## src/rtl/br_pkg.sv

```systemverilog
package br_pkg;

  localparam int xlen  = 32;  // data and address width
  localparam int tag_w = 6;   // 64 physical registers
  localparam int rob_w = 5;   // reorder buffer index

  // branch conditions, funct3 field of the B-type encoding
  localparam logic [2:0] beq  = 3'b000;
  localparam logic [2:0] bne  = 3'b001;
  localparam logic [2:0] blt  = 3'b100;
  localparam logic [2:0] bge  = 3'b101;
  localparam logic [2:0] bltu = 3'b110;
  localparam logic [2:0] bgeu = 3'b111;

  // micro-op class as sent by rename
  typedef enum logic [1:0] {
    kind_branch = 2'd0,
    kind_jal    = 2'd1,
    kind_jalr   = 2'd2
  } br_kind_t;

endpackage

```

## src/rtl/br_rs_queue.sv

```systemverilog
`timescale 1ns/1ps

module br_rs_queue #(
  parameter int depth  = 8,
  parameter int num_wb = 3
) (
  input  logic                     clk,
  input  logic                     rst_n,
  input  logic                     flush,
  input  logic                     disp_req,
  input  br_pkg::br_kind_t         disp_kind,
  input  logic [2:0]               disp_funct3,
  input  logic [br_pkg::xlen-1:0]  disp_pc,
  input  logic [br_pkg::xlen-1:0]  disp_imm,
  input  logic [br_pkg::tag_w-1:0] disp_src1,
  input  logic [br_pkg::tag_w-1:0] disp_src2,
  input  logic                     disp_rdy1,
  input  logic                     disp_rdy2,
  input  logic                     disp_pred_taken,
  input  logic [br_pkg::rob_w-1:0] disp_rob_id,
  output logic                     disp_ack,
  input  logic [num_wb-1:0]        wb_valid,
  input  logic [br_pkg::tag_w-1:0] wb_tag [num_wb],
  output logic                     iss_valid,
  output br_pkg::br_kind_t         iss_kind,
  output logic [2:0]               iss_funct3,
  output logic [br_pkg::xlen-1:0]  iss_pc,
  output logic [br_pkg::xlen-1:0]  iss_imm,
  output logic [br_pkg::tag_w-1:0] iss_src1,
  output logic [br_pkg::tag_w-1:0] iss_src2,
  output logic                     iss_pred_taken,
  output logic [br_pkg::rob_w-1:0] iss_rob_id
);
  import br_pkg::*;

  localparam int ptr_w = $clog2(depth);

  // entry payload
  br_kind_t         kind_q   [depth];
  logic [2:0]       funct3_q [depth];
  logic [xlen-1:0]  pc_q     [depth];
  logic [xlen-1:0]  imm_q    [depth];
  logic [tag_w-1:0] src1_q   [depth];
  logic [tag_w-1:0] src2_q   [depth];
  logic [rob_w-1:0] rob_q    [depth];
  logic [depth-1:0] pred_q;

  logic [depth-1:0] rdy1_q;  // per-entry operand ready
  logic [depth-1:0] rdy2_q;
  logic [ptr_w-1:0] head;
  logic [ptr_w-1:0] tail;
  logic [ptr_w:0]   count;

  logic full;
  logic accept;
  logic issue;
  logic byp1;
  logic byp2;
  logic new_rdy1;
  logic new_rdy2;

  assign full   = (count == (ptr_w+1)'(depth));
  assign accept = disp_req && !disp_ack && !full && !flush;
  // only the head may go, younger ready entries wait behind it
  assign issue  = (count != '0) && rdy1_q[head] && rdy2_q[head] && !flush;

  // result bus carrying a source tag in the dispatch cycle
  always_comb begin
    byp1 = 1'b0;
    byp2 = 1'b0;
    for (int w = 0; w < num_wb; w++) begin
      if (wb_valid[w] && (wb_tag[w] == disp_src1)) byp1 = 1'b1;
      if (wb_valid[w] && (wb_tag[w] == disp_src2)) byp2 = 1'b1;
    end
  end

  // jal reads no register, jalr has no rs2
  assign new_rdy1 = disp_rdy1 || byp1 || (disp_kind == kind_jal);
  assign new_rdy2 = disp_rdy2 || byp2 || (disp_kind != kind_branch);

  always_ff @(posedge clk or negedge rst_n) begin
    if (!rst_n) begin
      head      <= '0;
      tail      <= '0;
      count     <= '0;
      disp_ack  <= 1'b0;
      iss_valid <= 1'b0;
      rdy1_q    <= '0;
      rdy2_q    <= '0;
    end else begin
      // tag wakeup over every slot
      for (int i = 0; i < depth; i++) begin
        for (int w = 0; w < num_wb; w++) begin
          if (wb_valid[w] && (wb_tag[w] == src1_q[i])) rdy1_q[i] <= 1'b1;
          if (wb_valid[w] && (wb_tag[w] == src2_q[i])) rdy2_q[i] <= 1'b1;
        end
      end
      if (accept) begin
        rdy1_q[tail] <= new_rdy1;  // overrides wakeup of the stale slot
        rdy2_q[tail] <= new_rdy2;
      end

      // four-phase ack, low again once req drops
      if (accept) begin
        disp_ack <= 1'b1;
      end else if (!disp_req) begin
        disp_ack <= 1'b0;
      end

      iss_valid <= issue;

      if (flush) begin
        head  <= '0;
        tail  <= '0;
        count <= '0;
      end else begin
        if (issue) head <= head + 1'b1;
        if (accept) tail <= tail + 1'b1;
        count <= count + {{ptr_w{1'b0}}, accept} - {{ptr_w{1'b0}}, issue};
      end
    end
  end

  always_ff @(posedge clk) begin
    if (accept) begin
      kind_q[tail]   <= disp_kind;
      funct3_q[tail] <= disp_funct3;
      pc_q[tail]     <= disp_pc;
      imm_q[tail]    <= disp_imm;
      src1_q[tail]   <= disp_src1;
      src2_q[tail]   <= disp_src2;
      pred_q[tail]   <= disp_pred_taken;
      rob_q[tail]    <= disp_rob_id;
    end
    if (issue) begin
      iss_kind       <= kind_q[head];
      iss_funct3     <= funct3_q[head];
      iss_pc         <= pc_q[head];
      iss_imm        <= imm_q[head];
      iss_src1       <= src1_q[head];
      iss_src2       <= src2_q[head];
      iss_pred_taken <= pred_q[head];
      iss_rob_id     <= rob_q[head];
    end
  end

endmodule

```

## config.mk

```make
export PLATFORM = sky130hd
export DESIGN_NAME = br_rs_queue
export DESIGN_NICKNAME = d
export VERILOG_FILES = /design/src/rtl/br_pkg.sv /design/src/rtl/br_rs_queue.sv
export SDC_FILE = /design/constraint.sdc
export NUM_CORES = 1
export LEC_CHECK = 0
export BUFFER_PORTS_ARGS = -buffer_cell sky130_fd_sc_hd__buf_2
export CORE_UTILIZATION = 40
export DETAILED_ROUTE_END_ITERATION = 7
export SYNTH_ARGS = -nofsm -noshare
export SYNTH_HDL_FRONTEND = slang
export SYNTH_SLANG_ARGS = --single-unit
```

## constraint.sdc

```tcl
create_clock -name clk -period 18.1 [get_ports clk]
set_input_delay 3.62 -clock clk [delete_from_list [all_inputs] [get_ports clk]]
set_output_delay 3.62 -clock clk [all_outputs]
set_load 0.01 [all_outputs]
```

==> flow_summary.yaml <==
worst_setup_path:
  critPathMaxStageDelay_ns: 0.85
  path_cells: "buf_2, nand2b_1, a21oi_2, and3_4, buf_4"
  start_kind: "input pin"
  endpoint_kind: "register"
  worstPathMaxFanout: 51
  path_class: "input pin to register"
  critPathRequiredTime_ns: 18.34
  slowest_stage: "buf_4"
  critPathArrivalTime_ns: 5.89
  path_delay_family: "buffers and inverters"
  timing.critical_path.buf_inv: 2
synth:
  synth.avg_cell_area_sq_um: 19.7
  synth.ff_latch_count: 811
  netlist_instances: 1724
  synth_top_area_cell: "edfxtp_1"
  synth-simple-area-share_pct: 3.00
  synthAdderAreaFrac_pct: 0.353
  syn-num-nets: 1847
  synth_seq_area_share_pct: 71.2
  synth_top_family_by_area: "multiplexers"
  synth_compound_area_share_pct: 0.515
  synth-main-ff-cell: "edfxtp_1"
  synth-edff-count: 783
  yosysMostFrequentCell: "edfxtp_1"
  synth_commonest_cells: "783 x edfxtp_1, 176 x mux4_2, 172 x xnor2_1, 157 x xor2_1, 87 x mux2_2"
  synth_xor_area_share_pct: 8.48
  synth_area_sq_um: 34000
  synth_cell_types: 36
  ys_top_cells_by_area: "edfxtp_1 69%, mux4_2 12%, xnor2_1 4.4%"
  yosysWarnings: 0
  async_flop_share_pct: 3.45
  muxShareOfSynthArea_pct: 14.7
  synth_top_area_share_pct: 69.2
clocking:
  cts_root_buffer: "clkbuf_16"
  cts_tree: "done"
  htreeDepth: 3
  numCtsBuffers: 86
  cts_max_path_buffers: 3
  cts.sinks: 811
  cts_setup_buffers: 0
  clock_latency_ns: 0.66
  cts_hold_buf: 0
  cts_resized: 0
  clkTransAtPathRegs_ns: 0.06
sta:
  worst_slew_pin_slew_ns: 1.11
  finalWorstSetupSlack_ns: 12.45
  relSlewSlack_pct: 25.8
  min_period_ns: 5.65
  fin_worst_hold_slack_ns: 0.515
  clock_skew_ns: 0.0396
  tns_ns: 0
  fmax_mhz: 177
  finalHoldViolations: 0
  finalSetupViolCount: 0
  min_period_over_period_pct: 31.2
  drv_slew: 0
  rsz0062_at_grt: "no"
pwr:
  clkPwrFrac_pct: 35.0
  intPower_mw: 3.62
  p_per_area_nw_per_um2: 126
  p_sw_share_pct: 26.0
  seqPwrFrac_pct: 47.7
  power_frac_comb_pct: 17.3
  netSwitchingPower_mw: 1.27
  p_leak_nw: 12.3
  ir_drop_v: 0.0000848
routing:
  drt_wl_total_um: 81700
  drtPass1Iterations: 5
  detail_route.wl_per_cell_um: 26.0
  vias: 17000
  viasPerCell: 5.42
  drc: 0
  ant_nets: 0
  drtIter0Drc: 1431
floorplanning:
  fp.dieH_um: 294
  die_w_um: 294
  ioPinCount: 203
  core_sq_um: 83800
  dieArea_sq_um: 86100
  num_rows: 106
  start_util_pct: 40.5
run:
  drv_cap: 0
global_route:
  overflow: 0
  grt_pass1_vias: 17800
  grt_max_degree: 72
  grt_pass1_wl_um: 120000
  track_usage_pct: 19.1
  antenna_found_initial: 14
run_status:
  status: "complete, no violations"
finish:
  finalInstanceArea_sq_um: 38800
  syn2layout_area_growth_pct: 14.3
  fin_nets: 2059
  drive_gt1_share_pct: 31.3
  fillCellCount: 7077
placed_design:
  dpl_cell_area_sq_um: 36100
  dpl.hpwl_um: 47300
  gp_congestion: 0.863
  detailedPlace.worstSlack_ns: 11.79
  portBuffers: 202
hold_path:
  hp-class: "register to register"
[per-stage QoR]
step	power, mW	instances	utilization [%]
floorplan	2.95	1724	-
global placement	3.23	2982	43.1
detailed placement	3.24	2982	43.1
CTS	4.95	3139	46.3
global route	5.08	3139	46.3
finish	4.89	3143	46.3
[logic make-up after synthesis]
family,Yosys count
xor+xnor,329
compound gates,24
flops,811
simple gates,176
fa+ha+maj,9
mux,269
buf+inv,106
[power by group through the flow]
stage | clock network [mW] | registers (mW) | logic [mW]
floorplan | 0 | 2.37 | 0.583
global placement | 0 | 2.37 | 0.859
detailed placement | 0 | 2.37 | 0.864
CTS | 1.75 | 2.34 | 0.869
global route | 1.82 | 2.35 | 0.915
finish | 1.71 | 2.33 | 0.846
[placed cells by master, fill, tap and decap left out, drive strengths merged, types with 8 or more instances in the layout]
cell type	count
a22oi	9
buf	223
clkbuf	106
clkinv	37
dfrtp	28
edfxtp	783
ha	8
inv	12
mux2	87
mux4	176
nand2	14
nand4	54
nor2	16
nor3	15
nor4	57
xnor2	172
xor2	157
[state kept, by name, indices dropped and copies added (netlist names), 8 cells and up]
| signal | cells |
|---|---|
| rdy1_q | 8 |
| pred_q | 8 |
| rdy2_q | 8 |
| src1_q | 48 |
| iss_pc | 32 |
| src2_q | 48 |
| kind_q | 16 |
| funct3_q | 24 |
| iss_imm | 32 |
| imm_q | 256 |
| rob_q | 40 |
| pc_q | 256 |
[layout make-up]
type | instances | area (sq um) | share of cell area [%]
Timing Repair Buffer | 223 | 1170 | 3.01
Inverter | 7 | 26.3 | 0.0676
Multi-Input combinational cell | 807 | 9250 | 23.8
Clock buffer | 106 | 2240 | 5.76
Antenna cell | 4 | 10.0 | 0.0258
Tap cell | 1134 | 1420 | 3.65
Sequential cell | 811 | 24200 | 62.4
Clock inverter | 51 | 508 | 1.31
[worst register-to-register path, delay by kind of cell, from the launching register on]
kind / cells / cell delay [ns]
buffers and inverters: 2 / 1.37
DFF: 1 / 0.98
muxes: 1 / 0.69
AOI/OAI and AO/OA: 1 / 0.30
and+or+nand+nor: 1 / 0.22
[layer usage]
layer	share of wire [%]	global-route usage, %	wire length [um]	vias up
li1	-	-	-	7319
met3	5.4	3.38	4410	161
met5	0.092	0	75	-
met4	2.4	5.83	1950	12
met1	43	25.6	34800	9039
met2	49	31.7	40400	511
[worst paths after layout]
kind | start | endpoint | slack [ns] | cells past startpoint
worst min-delay path | disp_ack | disp_ack | 0.52 | 2
worst max register to register | head[2] | iss_pc[13] | 14.07 | 5
worst max-delay path | disp_req | imm_q[4][6] | 12.45 | 5
min in group asynchronous | rst_n | rdy1_q[4] | 3.09 | 1
max in group asynchronous | rst_n | head[1] | 14.33 | 1
worst min register to register | disp_ack | disp_ack | 0.52 | 2
(Power assumes the default switching activity.)
