## config.mk

```make
export PLATFORM = sky130hd
export DESIGN_NAME = branch_resolve
export DESIGN_NICKNAME = d
export VERILOG_FILES = /design/src/rtl/br_pkg.sv /design/src/rtl/branch_resolve.sv
export SDC_FILE = /design/constraint.sdc
export NUM_CORES = 1
export LEC_CHECK = 0
export BUFFER_PORTS_ARGS = -buffer_cell sky130_fd_sc_hd__buf_2
export CORE_MARGIN = 1.5
export CORE_UTILIZATION = 39
export DETAILED_ROUTE_END_ITERATION = 8
export PLACE_DENSITY = 0.65
export SKIP_LAST_GASP = 1
export SYNTH_ARGS = -nofsm -noshare
export SYNTH_HDL_FRONTEND = slang
export SYNTH_SLANG_ARGS = --single-unit
```

## constraint.sdc

```tcl
create_clock -name clk -period 0.8 [get_ports clk]
set_input_delay 0.08 -clock clk [delete_from_list [all_inputs] [get_ports clk]]
set_output_delay 0.08 -clock clk [all_outputs]
set_load 0.01 [all_outputs]
```

## src/rtl/br_pkg.sv

```systemverilog
package br_pkg;

  localparam int xlen  = 32;  // data and address width
  localparam int tag_w = 6;   // 64 physical registers
  localparam int rob_w = 5;   // reorder buffer index

  // branch conditions, funct3 field of the B-type encoding
  localparam logic [2:0] beq  = 3'b000;
  localparam logic [2:0] bne  = 3'b001;
  localparam logic [2:0] blt  = 3'b100;
  localparam logic [2:0] bge  = 3'b101;
  localparam logic [2:0] bltu = 3'b110;
  localparam logic [2:0] bgeu = 3'b111;

  // micro-op class as sent by rename
  typedef enum logic [1:0] {
    kind_branch = 2'd0,
    kind_jal    = 2'd1,
    kind_jalr   = 2'd2
  } br_kind_t;

endpackage

```

## src/rtl/branch_resolve.sv

```systemverilog
`timescale 1ns/1ps

module branch_resolve (
  input  logic                     clk,
  input  logic                     rst_n,
  input  logic                     iss_valid,
  input  br_pkg::br_kind_t         iss_kind,
  input  logic [2:0]               iss_funct3,
  input  logic [br_pkg::xlen-1:0]  iss_pc,
  input  logic [br_pkg::xlen-1:0]  iss_imm,
  input  logic                     iss_pred_taken,
  input  logic [br_pkg::rob_w-1:0] iss_rob_id,
  input  logic [br_pkg::xlen-1:0]  op1,
  input  logic [br_pkg::xlen-1:0]  op2,
  output logic                     res_valid,
  output logic                     res_taken,
  output logic [br_pkg::xlen-1:0]  res_target,
  output logic [br_pkg::xlen-1:0]  res_link,
  output logic                     res_mispredict,
  output logic [br_pkg::rob_w-1:0] res_rob_id
);
  import br_pkg::*;

  logic            cond;
  logic            taken;
  logic [xlen-1:0] target;
  logic [xlen-1:0] jalr_sum;

  always_comb begin
    case (iss_funct3)
      beq:     cond = (op1 == op2);
      bne:     cond = (op1 != op2);
      blt:     cond = ($signed(op1) < $signed(op2));
      bge:     cond = ($signed(op1) >= $signed(op2));
      bltu:    cond = (op1 < op2);
      bgeu:    cond = (op1 >= op2);
      default: cond = 1'b0;  // 010 and 011 are not branches
    endcase
  end

  assign jalr_sum = op1 + iss_imm;

  // jumps always taken, pc-relative unless jalr
  always_comb begin
    taken  = 1'b1;
    target = iss_pc + iss_imm;
    case (iss_kind)
      kind_branch: taken = cond;
      kind_jalr:   target = {jalr_sum[xlen-1:1], 1'b0};
      default:     taken = 1'b1;
    endcase
  end

  always_ff @(posedge clk or negedge rst_n) begin
    if (!rst_n) begin
      res_valid      <= 1'b0;
      res_mispredict <= 1'b0;
    end else begin
      res_valid      <= iss_valid;
      res_mispredict <= iss_valid && (taken != iss_pred_taken);
    end
  end

  always_ff @(posedge clk) begin
    if (iss_valid) begin
      res_taken  <= taken;
      res_target <= target;
      res_link   <= iss_pc + xlen'(4);  // return address
      res_rob_id <= iss_rob_id;
    end
  end

endmodule

```

==> results.ini, run 1 <==
[synth]
synthArstFlopShare_pct=2.778
syn_avg_cell_area_um2=9.231
yosysTopAreaCellShare_pct=30.52
yosysWarnings=0
synth.distinct_cells=62
synth_largest_area_cell=edfxtp_1
ys.flop_type=edfxtp_1
ys_seq_elements=72
synth.area.top_cells=edfxtp_1 31%, ha_1 17%, xnor2_1 5.6%, a21oi_1 5.4%, xor2_1 4.3%
synth_edf_count=70
synth_most_common_cell=ha_1
synth_nets=984
synth_commonest_cells=94 x ha_1, 74 x a21oi_1, 70 x edfxtp_1
synthCells=746
ys_seq_area_share_pct=31.25
syn-cell-area_um2=6887

[timing]
tightest_slew_ps=617.4
period_needed_ps=2624
finalSetupViolCount=129
slew-limit-headroom_pct=58.32
rsz0062_at_grt=yes
slew_viol_final=0
post-route-period-util_pct=328.0
clock.fmax_ghz=0.3811
whs_ps=22.28
hold_viol_final=0
setup_ws_ps=-1824

[detailed_routing]
routed-via-count=7556
drc=0
vias_per_cell=5.102
drt_first_pass_iters=5
drt-total-wl_mm=24.15
drt_iter0_drc=376
drtAntennaViolNets=0
routedWlPerCell_um=16.30

[pwr]
internal_power_w=0.01158
seqPwrFrac_pct=28.2
leakagePower_nw=5.713
p_sw_share_pct=32.03
power_density_nw_per_um2=1389
pwr-share-clk_pct=28.5
power.share.combinational_pct=43.3
ir_drop_v=0.001010
power.switching_w=0.005455

[critical_path]
cp_slowest_stage_delay_ps=410
end_kind=flip-flop
path_cells=buf_8, ha_4, inv_2, fa_2, nor2b_1, o21a_1, o21ai_4, a211oi_4, a221oi_4, o211a_1, or3_4, a31oi_4, a221oi_2, xor2_1, mux2i_1
arrival_ps=2720
crit_path_max_fanout=3
cp_top_family=compound AO/OA/AOI/OAI gates
crit_required_ps=900
critPathBufInv=2
cpMaxStageDelayCell=or3_4
crit_type=input port to flip-flop
startpoint_type=input port

[run]
cap_violations=0

[die]
dieArea_um2=18460
initial_core_util_pct=39.81
core_area_um2=17300
die_w_um=135.9
rows=48
io_pins=214
die_y_um=135.9

[global_route]
grtUsageTotal_pct=25.00
grt_pass1_vias=7325
grt_antenna_before_repair=1
overflow=0
grt_first_pass_wirelength_mm=35.79
grt_max_degree=39

[cts]
numCtsBuffers=9
cts_buffer_depth=2
cts_tree=built
cts_root_buf=clkbuf_16
h-tree-depth=3
cts_sinks=72
clk_pin_slew_worst_paths_ps=60

[outcome]
violations=negative setup slack
status=finished, violations left

[cells_and_area]
nets=1489
fin_area_um2=12270
post-route-util_pct=70.91
drive_gt1_share_pct=54.54
num_antenna_cells=0
area_growth_pct=78.11

[placed_design]
dpl.hpwl_mm=18.46
dpl_cell_area_um2=10600
io_buffers=213
gp_congestion=0.9132

[worst_hold_path]
hp-class=input port to flip-flop

area by class of cell:
type                       instances  area (µm²)
timing repair buffer             501        3602
fill                            1289        5031
clock inverter                     7       120.1
sequential                        72        2152
multi-input combinational        609        5654
inverter                          58       230.2
tap                              225       281.5
clock buffer                       9       225.2
per-layer routing:
metal | wire, µm | GRT usage [%]
met5 | 10 | 0
met4 | 503 | 8.983
met3 | 1116 | 3.356
met2 | 11920 | 42.53
met1 | 10600 | 32.44
sequential cells by signal (all words and copies together) (netlist names):
register	cells
res_link	32
res_target	32
res_mispredict	1
res_valid	1
res_rob_id	5
res_taken	1
path summary, 6_finish.rpt:
path | from | end | slack, ps | cells past startpoint
setup / recovery | iss_pc[0] | res_target[30] | -1820 | 15
hold / removal | iss_imm[31] | res_target[31] | 20 | 2
max in group asynchronous | rst_n | res_valid | 670 | 2
min in group asynchronous | rst_n | res_mispredict | 30 | 2
cells in the final DEF, fill, tap and decap left out, types with 9 or more instances in the layout:
cell type	count
a21o_1	32
a21oi_1	42
a21oi_2	26
buf_2	189
buf_4	243
buf_6	49
clkbuf_16	9
edfxtp_1	70
ha_1	58
ha_4	34
inv_1	54
nand2_1	33
nand3_1	21
nand4_1	13
nor2_1	35
nor2b_1	10
o21a_1	13
o21ai_0	21
o21ai_1	16
o21ai_2	13
xnor2_1	37
xor2_1	31
power groups by stage:
stage          Sequential (W)  Clock (W)  Combinational [W]
2_1_floorplan         0.00513          0            0.00306
3_3_place_gp          0.00488          0            0.00622
3_5_place_dp          0.00488          0            0.00633
4_1_cts               0.00481    0.00492            0.00691
5_1_grt               0.00484    0.00500            0.00801
6_report              0.00481    0.00485            0.00737
cells by family (layout without fill, tap and decap cells):
kind of cell	after synthesis	count (layout)	share of synthesized area (%)
AND/OR/NAND/NOR	194	194	14.17
buffers and inverters	65	575	3.543
XOR/XNOR	78	78	9.920
adder cells (fa/ha/maj)	96	96	17.66
AO/OA/AOI/OAI	232	232	22.11
flip-flops	72	72	31.25
multiplexers	9	9	1.344
stage by stage:
stage	std cells	setup TNS [ps]	total power [W]	setup WS, ps
after floorplan	746	-46390	0.008188	-1830
after global placement	1422	-72220	0.01110	-2198
after detailed placement	1422	-73690	0.01121	-2323
after CTS	1462	-56040	0.01664	-1853
after global routing	1481	-64610	0.01785	-1917
final	1481	-58800	0.01703	-1824
repair_timing:
action	CTS	global route
buffers inserted	20	25
hold buffers	8	0
endpoints found under the setup margin	129	129
pin swaps	87	71
gates resized for setup	145	65
hold endpoints to repair	9	0
Note: power is estimated with default switching activity, not from simulation.
==> inputs of run 2 (changes only) <==
--- a/config.mk
+++ b/config.mk
@@ -10,6 +10,7 @@
 export CORE_UTILIZATION = 39
 export DETAILED_ROUTE_END_ITERATION = 8
 export PLACE_DENSITY = 0.65
+export SKIP_CTS_REPAIR_TIMING = 1
 export SKIP_LAST_GASP = 1
 export SYNTH_ARGS = -nofsm -noshare
 export SYNTH_HDL_FRONTEND = slang
==> results.ini, run 2 (synthesized netlist as in run 1, its figures left out) <==
[timing]
rsz0062_at_grt=yes  ; unchanged
setup_ws_ps=-1837  ; was -1824 ps
post-route-period-util_pct=329.6  ; was 328.0%
tightest_slew_ps=620.5  ; was 617.4 ps
whs_ps=20.06  ; was 22.28 ps
hold_viol_final=0  ; unchanged
period_needed_ps=2637  ; was 2624 ps
slew-limit-headroom_pct=58.11  ; was 58.32%
clock.fmax_ghz=0.3793  ; was 0.3811 GHz
finalSetupViolCount=129  ; unchanged
slew_viol_final=0  ; unchanged

[pwr]
leakagePower_nw=5.602  ; was 5.713 nW
power_density_nw_per_um2=1401  ; was 1389 nW/µm²
ir_drop_v=0.001007  ; was 0.001010 V

[cts]
numCtsBuffers=9  ; unchanged
cts_sinks=72  ; unchanged
cts_buffer_depth=2  ; unchanged
h-tree-depth=3  ; unchanged
cts_root_buf=clkbuf_16  ; unchanged
cts_tree=built  ; unchanged
clk_pin_slew_worst_paths_ps=60  ; about the same

[placed_design]
placed_cells=1422  ; unchanged
io_buffers=213  ; unchanged
dpl.hpwl_mm=18.46  ; unchanged
dpl_cell_area_um2=10600  ; unchanged
gp_congestion=0.9132  ; unchanged

[worst_hold_path]
hp-class=input port to flip-flop  ; unchanged
hold-path-cell-count=2  ; unchanged

[run]
cap_violations=0  ; unchanged

[global_route]
overflow=0  ; unchanged
busiest_layer=met2  ; unchanged
grt_first_pass_wirelength_mm=34.19  ; was 35.79 mm
grtUsageMet3_pct=3.356  ; unchanged
grt_max_degree=39  ; unchanged
grtUsageTotal_pct=23.87  ; was 25.00%
met2_usage_pct=39.88  ; was 42.53%
grt_antenna_before_repair=1  ; unchanged
use_met1_pct=31.30  ; was 32.44%
grt_pass1_vias=7057  ; was 7325

[cells_and_area]
nets=1478  ; was 1489
top_regs=res_link: 32 flops, res_target: 32 flops, res_rob_id: 5 flops  ; unchanged
post-route-util_pct=69.34  ; was 70.91%
final_common_cell=buf_4  ; unchanged
fin_cells=1470  ; was 1481
n_fill_cell=1366  ; was 1289
num_antenna_cells=0  ; unchanged
final_cell_mix=239 x buf_4, 192 x buf_2, 70 x edfxtp_1, 61 x ha_1, 54 x inv_1  ; was 243 x buf_4, 189 x buf_2, 70 x edfxtp_1, 58 x ha_1, 54 x inv_1
fin_area_um2=11990  ; was 12270 µm²
area_growth_pct=74.15  ; was 78.11%
drive_gt1_share_pct=53.17  ; was 54.54%

[detailed_routing]
drt_first_pass_iters=5  ; unchanged
drt_iter0_drc=420  ; was 376
vias_per_cell=5.048  ; was 5.102
routed-via-count=7420  ; was 7556
routedWlPerCell_um=15.93  ; was 16.30 µm
drt-total-wl_mm=23.42  ; was 24.15 mm
drtAntennaViolNets=0  ; unchanged
drc=0  ; unchanged

[critical_path]
crit_path_max_fanout=3  ; unchanged
crit_type=input port to flip-flop  ; unchanged
crit_required_ps=900  ; about the same
end_kind=flip-flop  ; unchanged
arrival_ps=2730  ; was 2720 ps
startpoint_type=input port  ; unchanged

[die]
core_area_um2=17300  ; unchanged
dieArea_um2=18460  ; unchanged
initial_core_util_pct=39.81  ; unchanged
rows=48  ; unchanged
io_pins=214  ; unchanged
die_w_um=135.9  ; unchanged
die_y_um=135.9  ; unchanged

[outcome]
status=finished, violations left  ; unchanged
violations=negative setup slack  ; unchanged

[run 2: changes by cell type in the layout (fill, tap and decap cells not counted), moves of 2 or more]
cell | before | now
buf_6 | 49 | 41
buf_4 | 243 | 239
a21oi_1 | 42 | 45
buf_2 | 189 | 192
ha_1 | 58 | 61
ha_4 | 34 | 31
a21oi_4 | 6 | 4
buf_8 | 8 | 6
nand2_1 | 33 | 35
nand2_4 | 3 | 1
o21bai_1 | 8 | 10
o21bai_4 | 2 | 0
[run 2: metal layers]
layer / up-vias / share of wire (%)
li1: 3749 / -
met1: 3434 / 44
met2: 200 / 49
met3: 35 / 4.3
met4: 2 / 2.1
met5: - / 0.051
[run 2: metrics by stage]
stage | TNS (ps) | power [W] | setup slack [ps]
after floorplan | -46390 | 0.008188 | -1830
after global placement | -72220 | 0.01110 | -2198
after detailed placement | -73690 | 0.01121 | -2323
after CTS | -62970 | 0.01611 | -1970
after global routing | -64490 | 0.01763 | -1948
final | -58400 | 0.01680 | -1837
[run 2: final timing paths]
check | start | to | slack [ps]
worst max-delay path | iss_pc[0] | res_target[30] | -1840
worst min-delay path | iss_imm[31] | res_target[31] | 20
max in group asynchronous | rst_n | res_valid | 640
min in group asynchronous | rst_n | res_mispredict | 60
[run 2: power breakdown]
part | total, W | internal, W | switching, W
logic | 0.00716 | 0.00372 | 0.00344
registers | 0.00481 | 0.00469 | 0.000115
clock network | 0.00483 | 0.00305 | 0.00178
total | 0.0168 | 0.0115 | 0.00533
[run 2: area by class of cell]
cell class / count / area, µm² / area share (%)
Clock buffer: 9 / 225.2 / 1.878
Clock inverter: 7 / 120.1 / 1.002
Inverter: 58 / 230.2 / 1.920
Multi-Input combinational cell: 609 / 5529 / 46.10
Sequential cell: 72 / 2152 / 17.94
Tap cell: 225 / 281.5 / 2.347
Timing Repair Buffer: 490 / 3455 / 28.81
[run 2: worst max-delay path, stage by stage]
cell and delay [ps]:
buf_8 80, ha_4 130, inv_2 30, fa_2 350, nor2b_1 130, o21a_1 190, o21ai_4 80, a211oi_4 300
a221oi_4 130, o211a_1 250, or3_4 410, a31oi_4 200, a221oi_2 100, xor2_1 180, mux2i_1 100
